### src/rtl/cal_display_pkg.sv
// segment patterns are active low with bit 0 as the decimal point; unknown codes show blank
package cal_display_pkg;

    typedef logic [7:0] seg_t;
    typedef logic [1:0] digit_sel_t;

    localparam logic [3:0] CODE_BLANK = 4'd10;
    localparam logic [3:0] CODE_MINUS = 4'd11;
    // position changes every 2**SCAN_DIV_BITS clocks
    localparam int SCAN_DIV_BITS = 4;
    localparam seg_t SEG_BLANK = 8'b1111_1111;

    function automatic seg_t seg_encode(input logic [3:0] code);
        case (code)
            4'd0:       return 8'b0000_0011;
            4'd1:       return 8'b1001_1111;
            4'd2:       return 8'b0010_0101;
            4'd3:       return 8'b0000_1101;
            4'd4:       return 8'b1001_1001;
            4'd5:       return 8'b0100_1001;
            4'd6:       return 8'b0100_0001;
            4'd7:       return 8'b0001_1111;
            4'd8:       return 8'b0000_0001;
            4'd9:       return 8'b0001_1001;
            CODE_MINUS: return 8'b1111_1101;
            default:    return SEG_BLANK;
        endcase
    endfunction

endpackage

### src/rtl/cal_pkg.sv
// operands are three decimal digits plus sign; any result beyond +/-999 is treated as an error
package cal_pkg;

    typedef logic [3:0] digit_t;
    typedef logic signed [15:0] operand_t;
    typedef logic [9:0] mag_t;
    typedef logic [11:0] bcd3_t;

    // push buttons, lower index wins
    localparam int BUTTON_WIDTH = 5;
    localparam int BTN_LEFT     = 0;
    localparam int BTN_RIGHT    = 1;
    localparam int BTN_UP       = 2;
    localparam int BTN_DOWN     = 3;
    localparam int BTN_MID      = 4;

    // operation switches, lowest set switch selects
    localparam int OP_WIDTH = 4;
    localparam int OP_ADD   = 0;
    localparam int OP_SUB   = 1;
    localparam int OP_MUL   = 2;
    localparam int OP_DIV   = 3;

    localparam int DISPLAY_MAX = 999;
    // steps of the decimal to binary adder tree
    localparam int INIT_CYCLES = 4;

    typedef enum logic [2:0] {
        SEQ_INPUT_A,
        SEQ_INPUT_B,
        SEQ_EXECUTE,
        SEQ_CONVERT,
        SEQ_DISPLAY
    } seq_state_e;

    typedef enum logic [1:0] {EXE_IDLE, EXE_INIT, EXE_CALC, EXE_DONE} exe_state_e;

endpackage

### src/rtl/cal_if.sv
// start and done are one-cycle pulses; the fields they qualify are held until the next pulse
`timescale 1ns/1ps

interface cal_operand_if import cal_pkg::*; ();

    digit_t [2:0] a_digits;
    logic         a_sign;
    digit_t [2:0] b_digits;
    logic         b_sign;
    logic         start;

    modport source (output a_digits, a_sign, b_digits, b_sign, start);
    modport sink (input a_digits, a_sign, b_digits, b_sign, start);

endinterface

interface cal_result_if import cal_pkg::*; ();

    // magnitude is zero and negative low whenever error is set
    mag_t magnitude;
    logic negative;
    logic error;
    logic done;

    modport source (output magnitude, negative, error, done);
    modport sink (input magnitude, negative, error, done);

endinterface

### src/rtl/cal_bcd_convert.sv
// magnitude must not exceed 999; a new done restarts the conversion and drops the previous one
`timescale 1ns/1ps

module cal_bcd_convert import cal_pkg::*; (
    input  logic       clk,
    input  logic       rst,
    cal_result_if.sink res,
    output bcd3_t      bcd_digits,
    output logic       conv_done
);

    logic [$bits(bcd3_t)+$bits(mag_t)-1:0] shift_q;
    logic [$bits(bcd3_t)+$bits(mag_t)-1:0] adjusted;
    logic [3:0]                            iter_cnt;
    logic                                  busy;

    // add 3 to each bcd nibble of 5 or more before the shift
    always_comb begin
        adjusted = shift_q;
        for (int n = 0; n < $bits(bcd3_t) / 4; n++) begin
            if (shift_q[$bits(mag_t) + 4*n +: 4] >= 4'd5) begin
                adjusted[$bits(mag_t) + 4*n +: 4] = shift_q[$bits(mag_t) + 4*n +: 4] + 4'd3;
            end
        end
    end

    always_ff @(posedge clk) begin
        if (rst) begin
            busy      <= 1'b0;
            iter_cnt  <= '0;
            conv_done <= 1'b0;
        end else begin
            conv_done <= 1'b0;
            if (res.done) begin
                busy     <= 1'b1;
                iter_cnt <= '0;
            end else if (busy) begin
                iter_cnt <= iter_cnt + 1'b1;
                if (iter_cnt == 4'($bits(mag_t) - 1)) begin
                    busy      <= 1'b0;
                    conv_done <= 1'b1;
                end
            end
        end
    end

    always_ff @(posedge clk) begin
        if (res.done) begin
            shift_q <= {{$bits(bcd3_t){1'b0}}, res.magnitude};
        end else if (busy) begin
            shift_q <= adjusted << 1;
        end
    end

    assign bcd_digits = shift_q[$bits(shift_q)-1 -: $bits(bcd3_t)];

endmodule

### src/rtl/cal_display_scan.sv
// digit_ctrl is active low; the display stays dark while computing and after an error
`timescale 1ns/1ps

module cal_display_scan import cal_pkg::*; import cal_display_pkg::*; (
    input  logic         clk,
    input  logic         rst,
    input  seq_state_e   state,
    input  digit_t [2:0] cur_digits,
    input  logic         cur_sign,
    cal_result_if.sink   res,
    input  bcd3_t        bcd_digits,
    output logic [3:0]   digit_ctrl,
    output seg_t         digit_seg
);

    logic [SCAN_DIV_BITS+$bits(digit_sel_t)-1:0] scan_cnt;
    digit_sel_t                                  pos;
    digit_sel_t                                  msd;
    digit_t [3:0]                                codes;
    digit_t [2:0]                                res_digits;
    logic                                        in_entry;
    logic                                        show_result;

    always_ff @(posedge clk) begin
        if (rst) begin
            scan_cnt <= '0;
        end else begin
            scan_cnt <= scan_cnt + 1'b1;
        end
    end

    assign pos         = scan_cnt[SCAN_DIV_BITS +: $bits(digit_sel_t)];
    assign res_digits  = bcd_digits;
    assign in_entry    = (state == SEQ_INPUT_A) || (state == SEQ_INPUT_B);
    assign show_result = (state == SEQ_DISPLAY) && !res.error;
    // highest digit left after blanking, units always shown
    assign msd = (res_digits[2] != '0) ? 2'd2 : (res_digits[1] != '0) ? 2'd1 : 2'd0;

    always_comb begin
        codes = {4{CODE_BLANK}};
        if (in_entry) begin
            codes[2:0] = cur_digits;
            codes[3]   = cur_sign ? CODE_MINUS : CODE_BLANK;
        end else if (show_result) begin
            for (int i = 0; i < 3; i++) begin
                if (i <= msd) codes[i] = res_digits[i];
            end
            if (res.negative) codes[msd + 2'd1] = CODE_MINUS;
        end
    end

    assign digit_ctrl = (in_entry || show_result) ? ~(4'b0001 << pos) : 4'b1111;
    assign digit_seg  = seg_encode(codes[pos]);

endmodule

### src/rtl/cal_execute.sv
// done follows start by exactly 6 clocks; divide truncates toward zero, divide by zero is an error
`timescale 1ns/1ps

module cal_execute import cal_pkg::*; (
    input  logic                clk,
    input  logic                rst,
    input  logic [OP_WIDTH-1:0] switches,
    cal_operand_if.sink         ops,
    cal_result_if.source        res
);

    exe_state_e                           state;
    logic [$clog2(INIT_CYCLES)-1:0]       init_cnt;
    logic [OP_WIDTH-1:0]                  op_pick;
    logic [OP_WIDTH-1:0]                  op_sel;
    digit_t [1:0][2:0]                    dig;
    logic [1:0]                           neg_in;
    operand_t                             part_tens [2];
    operand_t                             part_hund [2];
    operand_t                             part_rest [2];
    operand_t                             sum_hi [2];
    operand_t                             mag_in [2];
    operand_t                             opnd [2];
    operand_t                             divisor;
    logic signed [2*$bits(operand_t)-1:0] alu_out;
    logic signed [2*$bits(operand_t)-1:0] alu_abs;
    logic                                 div_zero;
    logic                                 calc_err;

    // isolate the lowest set switch
    assign op_pick = switches & (~switches + 1'b1);
    assign dig     = {ops.b_digits, ops.a_digits};
    assign neg_in  = {ops.b_sign, ops.a_sign};

    always_ff @(posedge clk) begin
        if (rst) begin
            state    <= EXE_IDLE;
            init_cnt <= '0;
        end else begin
            case (state)
                EXE_IDLE: begin
                    init_cnt <= '0;
                    if (ops.start) state <= EXE_INIT;
                end
                EXE_INIT: begin
                    init_cnt <= init_cnt + 1'b1;
                    if (init_cnt == $bits(init_cnt)'(INIT_CYCLES - 1)) state <= EXE_CALC;
                end
                EXE_CALC: state <= EXE_DONE;
                default:  state <= EXE_IDLE;
            endcase
        end
    end

    always_ff @(posedge clk) begin
        if (ops.start) op_sel <= op_pick;
    end

    // x10 = x8 + x2, x100 = x64 + x32 + x4
    always_ff @(posedge clk) begin
        if (state == EXE_INIT) begin
            for (int i = 0; i < 2; i++) begin
                case (init_cnt)
                    0: begin
                        part_tens[i] <= (operand_t'(dig[i][1]) << 3) + (operand_t'(dig[i][1]) << 1);
                        part_hund[i] <= (operand_t'(dig[i][2]) << 6) + (operand_t'(dig[i][2]) << 5);
                        part_rest[i] <= operand_t'(dig[i][0]) + (operand_t'(dig[i][2]) << 2);
                    end
                    1:       sum_hi[i] <= part_tens[i] + part_hund[i];
                    2:       mag_in[i] <= sum_hi[i] + part_rest[i];
                    default: opnd[i] <= neg_in[i] ? -mag_in[i] : mag_in[i];
                endcase
            end
        end
    end

    always_comb begin
        div_zero = op_sel[OP_DIV] && (opnd[1] == '0);
        divisor  = (opnd[1] == '0) ? operand_t'(1) : opnd[1];
        alu_out  = '0;
        if (op_sel[OP_ADD]) alu_out = opnd[0] + opnd[1];
        else if (op_sel[OP_SUB]) alu_out = opnd[0] - opnd[1];
        else if (op_sel[OP_MUL]) alu_out = opnd[0] * opnd[1];
        else if (op_sel[OP_DIV]) alu_out = opnd[0] / divisor;
        alu_abs  = (alu_out < 0) ? -alu_out : alu_out;
        calc_err = (op_sel == '0) || div_zero || (alu_abs > DISPLAY_MAX);
    end

    always_ff @(posedge clk) begin
        if (rst) begin
            res.error <= 1'b0;
        end else if (state == EXE_CALC) begin
            res.error <= calc_err;
        end
    end

    always_ff @(posedge clk) begin
        if (state == EXE_CALC) begin
            res.magnitude <= calc_err ? '0 : mag_t'(alu_abs);
            res.negative  <= !calc_err && (alu_out < 0);
        end
    end

    assign res.done = (state == EXE_DONE);

    a_done_pulse: assert property (
        @(posedge clk) disable iff (rst) res.done |=> !res.done
    ) else $error("execute done held for more than one cycle");

endmodule

### src/rtl/cal_operand_entry.sv
// cursor stops at digit 0 and at the sign without wrapping; edits are ignored outside entry states
`timescale 1ns/1ps

module cal_operand_entry import cal_pkg::*; (
    input  logic                    clk,
    input  logic                    rst,
    input  logic [BUTTON_WIDTH-1:0] button,
    input  seq_state_e              state,
    cal_operand_if.source           ops,
    output digit_t [2:0]            cur_digits,
    output logic                    cur_sign,
    output logic                    btn_mid
);

    typedef enum logic [1:0] {CUR_DIGIT0, CUR_DIGIT1, CUR_DIGIT2, CUR_SIGN} cursor_e;

    cursor_e                 cursor;
    logic [BUTTON_WIDTH-1:0] btn_qual;
    logic                    in_entry;
    logic                    clear;
    logic                    confirm_a;
    logic                    confirm_b;

    function automatic digit_t step_digit(input digit_t d, input logic up);
        if (up) begin
            return (d == 4'd9) ? 4'd0 : d + 4'd1;
        end
        return (d == 4'd0) ? 4'd9 : d - 4'd1;
    endfunction

    // a press counts only if no lower-indexed button is held
    always_comb begin
        btn_qual[BTN_LEFT] = button[BTN_LEFT];
        for (int i = 1; i < BUTTON_WIDTH; i++) begin
            btn_qual[i] = button[i] && !(|(button & BUTTON_WIDTH'((1 << i) - 1)));
        end
    end

    assign btn_mid   = btn_qual[BTN_MID];
    assign in_entry  = (state == SEQ_INPUT_A) || (state == SEQ_INPUT_B);
    assign confirm_a = btn_mid && (state == SEQ_INPUT_A);
    assign confirm_b = btn_mid && (state == SEQ_INPUT_B);
    // every mid that leads into A or B starts the next entry from zero
    assign clear     = confirm_a || (btn_mid && state == SEQ_DISPLAY);
    assign ops.start = confirm_b;

    always_ff @(posedge clk) begin
        if (rst || clear) begin
            cursor     <= CUR_DIGIT0;
            cur_digits <= '0;
            cur_sign   <= 1'b0;
        end else if (in_entry) begin
            if (btn_qual[BTN_LEFT] && cursor != CUR_SIGN) begin
                cursor <= cursor_e'(cursor + 2'd1);
            end else if (btn_qual[BTN_RIGHT] && cursor != CUR_DIGIT0) begin
                cursor <= cursor_e'(cursor - 2'd1);
            end
            if (btn_qual[BTN_UP] || btn_qual[BTN_DOWN]) begin
                if (cursor == CUR_SIGN) begin
                    cur_sign <= !cur_sign;
                end else begin
                    cur_digits[cursor] <= step_digit(cur_digits[cursor], btn_qual[BTN_UP]);
                end
            end
        end
    end

    // operand copies held until the next confirmation
    always_ff @(posedge clk) begin
        if (confirm_a) begin
            ops.a_digits <= cur_digits;
            ops.a_sign   <= cur_sign;
        end
        if (confirm_b) begin
            ops.b_digits <= cur_digits;
            ops.b_sign   <= cur_sign;
        end
    end

    a_btn_onehot: assert property (
        @(posedge clk) disable iff (rst) $onehot0(btn_qual)
    ) else $error("more than one qualified button: %b", btn_qual);

endmodule

### src/rtl/cal_sequencer.sv
// mid is the only user input it reacts to; execute and convert run to completion once started
`timescale 1ns/1ps

module cal_sequencer import cal_pkg::*; (
    input  logic       clk,
    input  logic       rst,
    input  logic       btn_mid,
    input  logic       exe_done_pulse,
    input  logic       conv_done,
    output seq_state_e state
);

    seq_state_e next_state;

    always_comb begin
        next_state = state;
        case (state)
            SEQ_INPUT_A: if (btn_mid) next_state = SEQ_INPUT_B;
            SEQ_INPUT_B: if (btn_mid) next_state = SEQ_EXECUTE;
            SEQ_EXECUTE: if (exe_done_pulse) next_state = SEQ_CONVERT;
            SEQ_CONVERT: if (conv_done) next_state = SEQ_DISPLAY;
            SEQ_DISPLAY: if (btn_mid) next_state = SEQ_INPUT_A;
            default:     next_state = SEQ_INPUT_A;
        endcase
    end

    always_ff @(posedge clk) begin
        if (rst) begin
            state <= SEQ_INPUT_A;
        end else begin
            state <= next_state;
        end
    end

    a_state_legal: assert property (
        @(posedge clk) disable iff (rst)
        state inside {SEQ_INPUT_A, SEQ_INPUT_B, SEQ_EXECUTE, SEQ_CONVERT, SEQ_DISPLAY}
    ) else $error("sequencer in illegal state %0d", state);

endmodule

### src/rtl/cal_top.sv
// buttons must arrive debounced as one-cycle pulses; single clock domain, no bus interface
`timescale 1ns/1ps

module cal_top import cal_pkg::*; import cal_display_pkg::*; (
    input  logic                    clk,
    input  logic                    rst,
    input  logic [BUTTON_WIDTH-1:0] button,
    input  logic [OP_WIDTH-1:0]     switches,
    output logic [3:0]              digit_ctrl,
    output seg_t                    digit_seg,
    output logic                    exe_done,
    output logic                    error
);

    seq_state_e   seq_state;
    digit_t [2:0] cur_digits;
    logic         cur_sign;
    logic         btn_mid;
    bcd3_t        bcd_digits;
    logic         conv_done;

    cal_operand_if ops_if ();
    cal_result_if  res_if ();

    cal_sequencer u_sequencer (
        .clk            (clk),
        .rst            (rst),
        .btn_mid        (btn_mid),
        .exe_done_pulse (res_if.done),
        .conv_done      (conv_done),
        .state          (seq_state)
    );

    cal_operand_entry u_operand_entry (
        .clk        (clk),
        .rst        (rst),
        .button     (button),
        .state      (seq_state),
        .ops        (ops_if.source),
        .cur_digits (cur_digits),
        .cur_sign   (cur_sign),
        .btn_mid    (btn_mid)
    );

    cal_execute u_execute (
        .clk      (clk),
        .rst      (rst),
        .switches (switches),
        .ops      (ops_if.sink),
        .res      (res_if.source)
    );

    cal_bcd_convert u_bcd_convert (
        .clk        (clk),
        .rst        (rst),
        .res        (res_if.sink),
        .bcd_digits (bcd_digits),
        .conv_done  (conv_done)
    );

    cal_display_scan u_display_scan (
        .clk        (clk),
        .rst        (rst),
        .state      (seq_state),
        .cur_digits (cur_digits),
        .cur_sign   (cur_sign),
        .res        (res_if.sink),
        .bcd_digits (bcd_digits),
        .digit_ctrl (digit_ctrl),
        .digit_seg  (digit_seg)
    );

    assign exe_done = (seq_state == SEQ_DISPLAY);
    assign error    = res_if.error;

endmodule

### config.mk
export PLATFORM = sky130hd
export DESIGN_NAME = cal_top
export DESIGN_NICKNAME = d
export VERILOG_FILES = /design/src/rtl/cal_display_pkg.sv /design/src/rtl/cal_pkg.sv /design/src/rtl/cal_if.sv /design/src/rtl/cal_bcd_convert.sv /design/src/rtl/cal_display_scan.sv /design/src/rtl/cal_execute.sv /design/src/rtl/cal_operand_entry.sv /design/src/rtl/cal_sequencer.sv /design/src/rtl/cal_top.sv
export SDC_FILE = /design/constraint.sdc
export NUM_CORES = 1
export LEC_CHECK = 0
export BUFFER_PORTS_ARGS = -buffer_cell sky130_fd_sc_hd__buf_2
export CORE_UTILIZATION = 46
export CTS_BUF_LIST = sky130_fd_sc_hd__clkbuf_4
export DETAILED_ROUTE_END_ITERATION = 6
export HOLD_SLACK_MARGIN = 0.15
export PLACE_DENSITY_LB_ADDON = 0.12
export SETUP_SLACK_MARGIN = 0.1
export SLEW_MARGIN = 20
export SYNTH_ARGS = -nofsm -noshare
export SYNTH_HDL_FRONTEND = slang
export SYNTH_SLANG_ARGS = --single-unit
### constraint.sdc
create_clock -name clk -period 97.4 [get_ports clk]
set_input_delay 4.87 -clock clk [delete_from_list [all_inputs] [get_ports clk]]
set_output_delay 4.87 -clock clk [all_outputs]
set_load 0.03 [all_outputs]
==> impl_summary.txt, run 1 <==
----------------------------------------------------
[Status]
  Status ... finished, final reports clean

[Power and ir drop]
  Switching Power ... 802 uW
  Worst-case vdd ir drop ... 0.0000806 V
  Power per Cell Area ... 26.5 mW/mm^2
  Sequential fraction of design power ... 7.4%
  Cell-internal power ... 677 uW
  Share of total power in combinational logic ... 87.1%
  Share of total power consumed by net switching ... 54.2%
  Total leakage power ... 26.1 nW
  Fraction of power consumed by the clock network ... 5.5%

[Synth]
  Ranking of synthesized cells by area ... ha_1, fa_1, edfxtp_1
  Proportion of synthesized chip area in sequential cells ... 11.6%
  Post-synth top area cell ... ha_1
  Number of synthesized register bits ... 218
  Fraction of synthesis flops using an asynchronous set or reset pin ... 0%
  Warnings, synthesis ... 0
  Most common flop cell mapped by yosys ... edfxtp_1
  Number of enable flip-flop cells after synthesis ... 171
  Synth unique cells ... 106
  Summed instance area of the synthesized netlist ... 0.0523 sq mm
  Top cell type's share of synthesized area ... 16.9%
  Syn Inst Count ... 6688
  Syn_area_per_cell ... 7.82 sq um

[Detailed routing]
  Antenna-violating nets left ... 0
  DR pass1 iterations ... 6
  Final routed DRC violation total ... 0
  Number of DRC markers after the initial detailed-route iteration ... 4683
  Final wirelength ... 188000 um
  Wire length per cell after detailed routing ... 22.5 um
  Detailed-route vias per instance ... 6.06
  Total number of vias ... 50600

[Placed design]
  Detailed-placement wirelength estimate ... 150000 um
  Final weighted congestion of routability-driven global placement ... 0.991
  Count of buffers from port buffering ... 23
  Placed Cells incl. Taps ... 8250
  Placement-stage worst setup slack ... 10.21 ns
  Post-detailed-placement cell area ... 0.0550 sq mm

[CTS]
  CTS root buf ... clkbuf_4
  Number of buffers on the longest clock path ... 3
  CTS tree ... done
  TritonCTS buffer count ... 57
  CTS clock-pin slew for the worst setup and hold paths ... 0.07 ns
  Hold-fix buffer count after cts ... 0
  Clock sinks ... 218
  Max H-tree Level ... 2
  Total setup buffers inserted after CTS ... 0
  # resized after CTS ... 0
  Worst-skew pair later-pin latency ... 0.71 ns

[Critical path]
  R2R depth ... 305
  Critical path fanouts, max ... 42
  Launching element of the worst setup path ... u_execute.opnd[0][25]
  Type of destination of the critical path ... register
  Reg-to-reg startpoint ... u_execute.opnd[0][25]
  Category of the most critical setup path ... reg -> reg
  Endpoint required time on the critical path ... 97.78 ns
  Slowest stage cell, crit path ... o311ai_0
  Worst reg2reg endpoint ... u_execute.res.magnitude[0]
  Cell occurring most often along the worst timing path ... ha_1
  Arrival time at the worst endpoint ... 89.53 ns
  Endpoint of the most critical setup path ... u_execute.res.magnitude[0]
  Buffering stage count on the worst path with inverters included ... 15
  Startpoint Class ... register
  Dominant delay contributor by cell family on the critical path ... compound AO/OA/AOI/OAI gates
  Delay of the slowest cell on the worst path ... 1.08 ns
  Stages on worst setup path ... 305
  Slack of the worst reg-to-reg path ... 8.25 ns

[Floorplanning]
  Core Area ... 0.113 sq mm
  Row cnt ... 123
  X dimension of the die ... 339 um
  Die ar. ... 0.115 sq mm
  Starting density of the core ... 46.4%
  Vert. Die Dim ... 339 um
  Number of I/O pins ... 25

[Global route]
  Via count of the first global-routing pass ... 48000
  Global-route wire length before repair ... 287000 um
  Leftover overflow at the end of global routing ... 0
  Largest net degree at the start of global routing ... 53
  Number of antenna violations at the first check in global routing ... 3
  Global Route Usage Sum ... 31.7%

[STA]
  Final period util ... 91.5%
  Upper clock frequency limit ... 11.2 MHz
  Time the final worst path needs with I/O delays and setup ... 89.15 ns
  Sum Neg Setup Slack ... 0 ns
  Worst-case clock skew ... 0.0689 ns
  Final number of setup-violating endpoints ... 0
  Worst relative slew slack ... 25.1%
  Final hold viol count ... 0
  Worst hold slack after final layout ... 0.409 ns
  Post-layout worst setup margin ... 8.25 ns
  Max Transition Viols Final ... 0
  Unrepaired setup endpoints after global routing ... false
  Tightest Pin Transition ... 1.11 ns

[Finish]
  Count of non-filler cells in the finished layout ... 8352
  Leading cell type in the layout, fill and taps excluded ... ha_1
  Commonest non-fill, non-tap cells in the layout ... ha_1, nand2_1, nor2_1
  Ratio of cells with drive above 1 in the final layout ... 6.90%
  Area Growth Syn to Fin ... 6.58%
  Antenna Cells ... 0
  Area of all placed cells without fillers ... 0.0557 sq mm
  Layout Nets ... 7802

[Job]
  Count of max-cap constraint violations ... 0

[Hold path]
  Worst Hold Class ... reg -> reg

----------------------------------------------------
cell type report:
type / instances / area, sq um
clock inverter: 18 / 135
multi-input combinational: 5908 / 44200
tap: 1500 / 1880
timing repair buffer: 134 / 948
sequential: 218 / 6080
inverter: 490 / 1840
fill: 11200 / 56900
clock buffer: 84 / 631
cells by family (layout without fill, tap and decap cells):
family | after synthesis | in the layout | share of synthesized area [%]
adders and majority gates | 982 | 982 | 27.4
and+or+nand+nor | 2340 | 2340 | 21.8
xor gates and xnor gates | 449 | 449 | 7.52
AOI/OAI and AO/OA | 1847 | 1847 | 23.6
DFF | 218 | 218 | 11.6
other | 2 | 153 | 0.0144
buffers and inverters | 713 | 726 | 5.22
muxes | 137 | 137 | 2.85
layer usage:
metal	global-route usage (%)	vias up	routed length, um	part of all wire, %
met5	0	-	13	0.0069
met4	8.17	2	5510	2.9
met3	3.56	252	13000	6.9
met2	49.6	1809	81200	43
met1	46.2	24200	87900	47
li1	-	24400	-	-
power groups by stage:
| stage | logic (mW) | clock network (mW) | registers [mW] |
|---|---|---|---|
| floorplan | 0.955 | 0 | 0.110 |
| global placement | 1.26 | 0 | 0.111 |
| detailed placement | 1.27 | 0 | 0.111 |
| CTS | 1.28 | 0.0851 | 0.109 |
| global route | 1.43 | 0.0896 | 0.110 |
| finish | 1.29 | 0.0818 | 0.109 |
sequential cells by signal, indices dropped and copies added (netlist names), 2 cells and up:
signal                        flops
u_bcd_convert.iter_cnt            4
u_execute.sum_hi                 22
u_execute.res.magnitude          10
u_execute.init_cnt                2
u_display_scan.scan_cnt           6
u_bcd_convert.shift_q            22
u_execute.mag_in                 26
u_execute.part_tens              14
u_operand_entry.cursor            2
u_execute.state                   2
u_operand_entry.cur_digits       12
u_operand_entry.ops.a_digits     12
u_execute.opnd                   32
u_execute.part_rest              14
u_execute.op_sel                  4
u_sequencer.state                 3
u_operand_entry.ops.b_digits     12
u_execute.part_hund              12
synth_stat cells (all sizes together), types with 17 or more instances:
cell type / instances
nor4: 43
nand3b: 17
a31oi: 78
a211oi: 65
inv: 486
nand3: 156
nand4: 60
a211o: 28
fa: 274
a22oi: 17
o21bai: 37
xor2: 138
o21a: 153
or3: 89
dfxtp: 47
o31ai: 58
a21o: 207
and3: 49
ha: 708
nand2b: 89
a311oi: 22
and4: 34
mux2: 85
xnor2: 311
nand2: 627
or2: 63
or4: 21
buf: 48
edfxtp: 171
nor2b: 85
nor2: 629
a31o: 23
clkbuf: 175
nor3: 203
and2: 128
mux2i: 51
o211ai: 69
a221oi: 22
o21ai: 317
a21boi: 25
o31a: 24
a21oi: 491
per-stage QoR:
step / utilization (%) / total power, mW
2_1_floorplan: - / 1.06
3_3_place_gp: 48.8 / 1.37
3_5_place_dp: 48.8 / 1.38
4_1_cts: 49.5 / 1.47
5_1_grt: 49.5 / 1.63
6_report: 49.5 / 1.48
worst min-delay path by stage:
| stage | from | endpoint | slack [ns] | depth (start not counted) |
|---|---|---|---|---|
| final | u_operand_entry.ops.a_digits[1] | u_execute.part_rest[0][1] | 0.41 | 0 |
| after floorplan | u_execute.part_rest[0][0] | u_execute.mag_in[0][0] | 0.40 | 0 |
| after CTS | u_operand_entry.ops.a_digits[1] | u_execute.part_rest[0][1] | 0.41 | 0 |
| after global placement | u_operand_entry.ops.b_digits[0] | u_execute.part_rest[0][7] | 0.40 | 0 |
| after detailed placement | u_execute.part_tens[0][9] | u_execute.sum_hi[0][17] | 0.40 | 0 |
| after global routing | u_operand_entry.ops.a_digits[1] | u_execute.part_rest[0][1] | 0.41 | 0 |
Power figures use the tool's default switching activity.
==> run 2, diff against run 1 <==
SYNTH_HIERARCHICAL = 1   (was default)
==> run 2 against run 1 <==
  * Hold slack gained 0.0085 ns
  * Synthesized cell count shrank 0.88%
  * Clock skew shrank 0.0075 ns
  * Sequential share of layout area grew 0.065 points
  * Setup slack gained 1.1 ns
  * Non-clock buffer count shrank 11
  * Via count shrank 0.41%
  * Register-to-register slack gained 1.1 ns
  * Synthesized area shrank 0.20%
  * Cell count shrank 1.1%
  * Critical endpoint is now u_execute/res.magnitude[1]
==> impl_summary.txt, run 2 <==
----------------------------------------------------
[Status]
  Status ... finished, final reports clean

[Finish]
  Antenna Cells ... 0 (unchanged)
  Layout Nets ... 7712 (-1.2%)
  Ratio of cells with drive above 1 in the final layout ... 7.11% (+0.21 points)
  Leading cell type in the layout, fill and taps excluded ... ha_1
  Register name with the most flops ... u_execute/opnd
  Largest register FFs ... 32 (unchanged)
  Commonest non-fill, non-tap cells in the layout ... ha_1, nor2_1, nand2_1
  Area Growth Syn to Fin ... 6.18%
  Largest registers ... u_execute/opnd x32, u_execute/mag_in x26

[Synth]
  Number of synthesized register bits ... 218 (unchanged)
  Warnings, synthesis ... 6 (+6)
  Simple-gate share of the synthesized area ... 21.0% (-0.76 points)
  Fraction of synthesis flops using an asynchronous set or reset pin ... 0% (unchanged)
  Number of enable flip-flop cells after synthesis ... 171 (unchanged)
  Proportion of synthesized chip area in sequential cells ... 11.6% (+0.023 points)
  Compound-cell area share of the yosys netlist ... 23.6% (about the same)
  Top cell type's share of synthesized area ... 16.9% (about the same)
  Summed instance area of the synthesized netlist ... 0.0522 sq mm (-0.20%)
  Syn Inst Count ... 6629 (-0.88%)
  Adder-cell share of the synthesized area ... 27.5% (+0.030 points)
  Syn_area_per_cell ... 7.88 sq um (+0.69%)
  Post-synth top area cell ... ha_1
  Fraction of synthesized cell area in xor and xnor cells ... 7.75% (+0.23 points)
  Ranking of synthesized cells by area ... ha_1, fa_1, edfxtp_1
  Multiplexer area fraction after synthesis ... 3.05% (+0.20 points)
  Most common flop cell mapped by yosys ... edfxtp_1
  Synth unique cells ... 122 (+15%)
  List of most frequent post-synthesis cells ... ha_1, nor2_1, nand2_1, inv_1, a21oi_1
  Dominant combinational cell family by area after synthesis ... adder cells
  Most numerous cell in the Yosys netlist ... ha_1

[Critical path]
  Type of destination of the critical path ... register
  Category of the most critical setup path ... reg -> reg
  Reg-to-reg startpoint ... u_execute/opnd[0][18]
  Delay of the slowest cell on the worst path ... 0.96 ns (-0.12 ns)
  Startpoint Class ... register
  Launching element of the worst setup path ... u_execute/opnd[0][18]
  Critical path fanouts, max ... 36 (-14%)
  Cell occurring most often along the worst timing path ... ha_1
  Slowest stage cell, crit path ... nor4_1
  Arrival time at the worst endpoint ... 88.45 ns (-1.08 ns)
  Endpoint required time on the critical path ... 97.81 ns (+0.03 ns)

[STA]
  Sum Neg Setup Slack ... 0 ns (unchanged)
  Worst relative slew slack ... 20.5% (-4.6 points)
  Worst-case clock skew ... 0.0614 ns (-0.00746 ns)
  Final number of setup-violating endpoints ... 0 (unchanged)
  Final hold viol count ... 0 (unchanged)
  Tightest Pin Transition ... 1.18 ns (+0.0734 ns)
  Final period util ... 90.4% (-1.1 points)
  Unrepaired setup endpoints after global routing ... false
  Upper clock frequency limit ... 11.4 MHz (+1.3%)
  Max Transition Viols Final ... 0 (unchanged)
  Time the final worst path needs with I/O delays and setup ... 88.04 ns (-1.11 ns)

[Floorplanning]
  Number of I/O pins ... 25 (unchanged)
  Row cnt ... 123 (unchanged)
  X dimension of the die ... 339 um (about the same)
  Vert. Die Dim ... 339 um (about the same)
  Starting density of the core ... 46.4% (about the same)
  Core Area ... 0.112 sq mm (-0.14%)
  Die ar. ... 0.115 sq mm (-0.20%)

[Detailed routing]
  Final wirelength ... 183000 um (-2.5%)
  Final routed DRC violation total ... 0 (unchanged)
  DR pass1 iterations ... 6 (unchanged)
  Number of DRC markers after the initial detailed-route iteration ... 4768 (+1.8%)
  Detailed-route vias per instance ... 6.10 (+0.65%)
  Total number of vias ... 50400 (-0.41%)
  Antenna-violating nets left ... 0 (unchanged)
  Wire length per cell after detailed routing ... 22.2 um (-1.4%)

[CTS]
  CTS clock-pin slew for the worst setup and hold paths ... 0.08 ns (about the same)
  Hold-fix buffer count after cts ... 0 (unchanged)
  TritonCTS buffer count ... 55 (-3.5%)
  Max H-tree Level ... 2 (unchanged)
  # resized after CTS ... 0 (unchanged)
  Total setup buffers inserted after CTS ... 0 (unchanged)
  Worst-skew pair later-pin latency ... 0.69 ns (-0.02 ns)
  Clock sinks ... 218 (unchanged)
  CTS root buf ... clkbuf_4
  CTS tree ... done
  Number of buffers on the longest clock path ... 3 (unchanged)

[Global route]
  Global Route Usage Sum ... 31.0% (-0.73 points)
  Global-route wire length before repair ... 281000 um (-2.0%)
  Largest net degree at the start of global routing ... 44 (-17%)
  Leftover overflow at the end of global routing ... 0 (unchanged)
  Via count of the first global-routing pass ... 47900 (-0.25%)
  Number of antenna violations at the first check in global routing ... 6 (+3)

[Placed design]
  Final weighted congestion of routability-driven global placement ... 1.03 (+3.6%)
  Count of buffers from port buffering ... 23 (unchanged)
  Detailed-placement wirelength estimate ... 144000 um (-4.4%)

[Job]
  Count of max-cap constraint violations ... 0 (unchanged)

[Hold path]
  Worst Hold Class ... reg -> reg
  Hold Startpoint ... u_execute/part_tens[0][3]

----------------------------------------------------
-- run 2: area by class of cell --
type	count	area (sq um)
inverters	498	1870
clock inverters	25	124
clock buffers	76	571
multi-input cells	5824	44000
fillers	11200	57100
well taps	1500	1880
repair buffers	123	866
flip-flops and latches	218	6080
-- run 2: critical path, delay by kind of cell, from the launching register on --
kind                     cells  cell delay, ns
AO/OA/AOI/OAI              145           40.40
adder cells (fa/ha/maj)     33           10.56
XOR/XNOR                     2            0.24
flip-flops                   1            0.74
buffers and inverters       17            3.53
multiplexers                 6            2.20
AND/OR/NAND/NOR            101           29.83
-- run 2: final timing paths --
path / end / slack, ns / cells after the start
worst max-delay path: u_execute/res.magnitude[1] / 9.36 / 304
worst min-delay path: u_execute/sum_hi[0][3] / 0.42 / 0
worst max register to register: u_execute/res.magnitude[1] / 9.36 / 304
worst min register to register: u_execute/sum_hi[0][3] / 0.42 / 0
-- run 2: through the flow --
| step | util [%] | area [sq um] | cells | hold slack (ns) | setup WS (ns) |
|---|---|---|---|---|---|
| after global routing | 49.3 | 55400 | 8264 | 0.428 | 3.53 |
| after CTS | 49.3 | 55400 | 8264 | 0.422 | 10.82 |
| after global placement | 48.6 | 54700 | 8163 | 0.402 | 11.97 |
| after floorplan | - | 52800 | 6779 | 0.400 | 22.97 |
| final | 49.3 | 55400 | 8264 | 0.418 | 9.36 |
| after detailed placement | 48.6 | 54700 | 8163 | 0.405 | 11.09 |
-- run 2: kinds of logic after synthesis --
family	count (synthesis)
and+or+nand+nor	2260
AOI/OAI and AO/OA	1824
adders and majority gates	981
buffers and inverters	737
xor gates and xnor gates	462
DFF	218
muxes	144
other	3
-- run 2: per-layer routing --
metal | vias up | share of wire, % | track usage, % | wire length [um]
met5 | - | 0.021 | 0 | 39
met4 | 6 | 4.1 | 11.1 | 7480
met3 | 341 | 7.5 | 3.99 | 13800
met2 | 1902 | 44 | 49.8 | 81400
met1 | 24100 | 44 | 42.5 | 80400
li1 | 24100 | - | - | -
Power of run 2 is not shown: default switching activity piles up to over one toggle a cycle in this logic, so the estimate is an artifact.
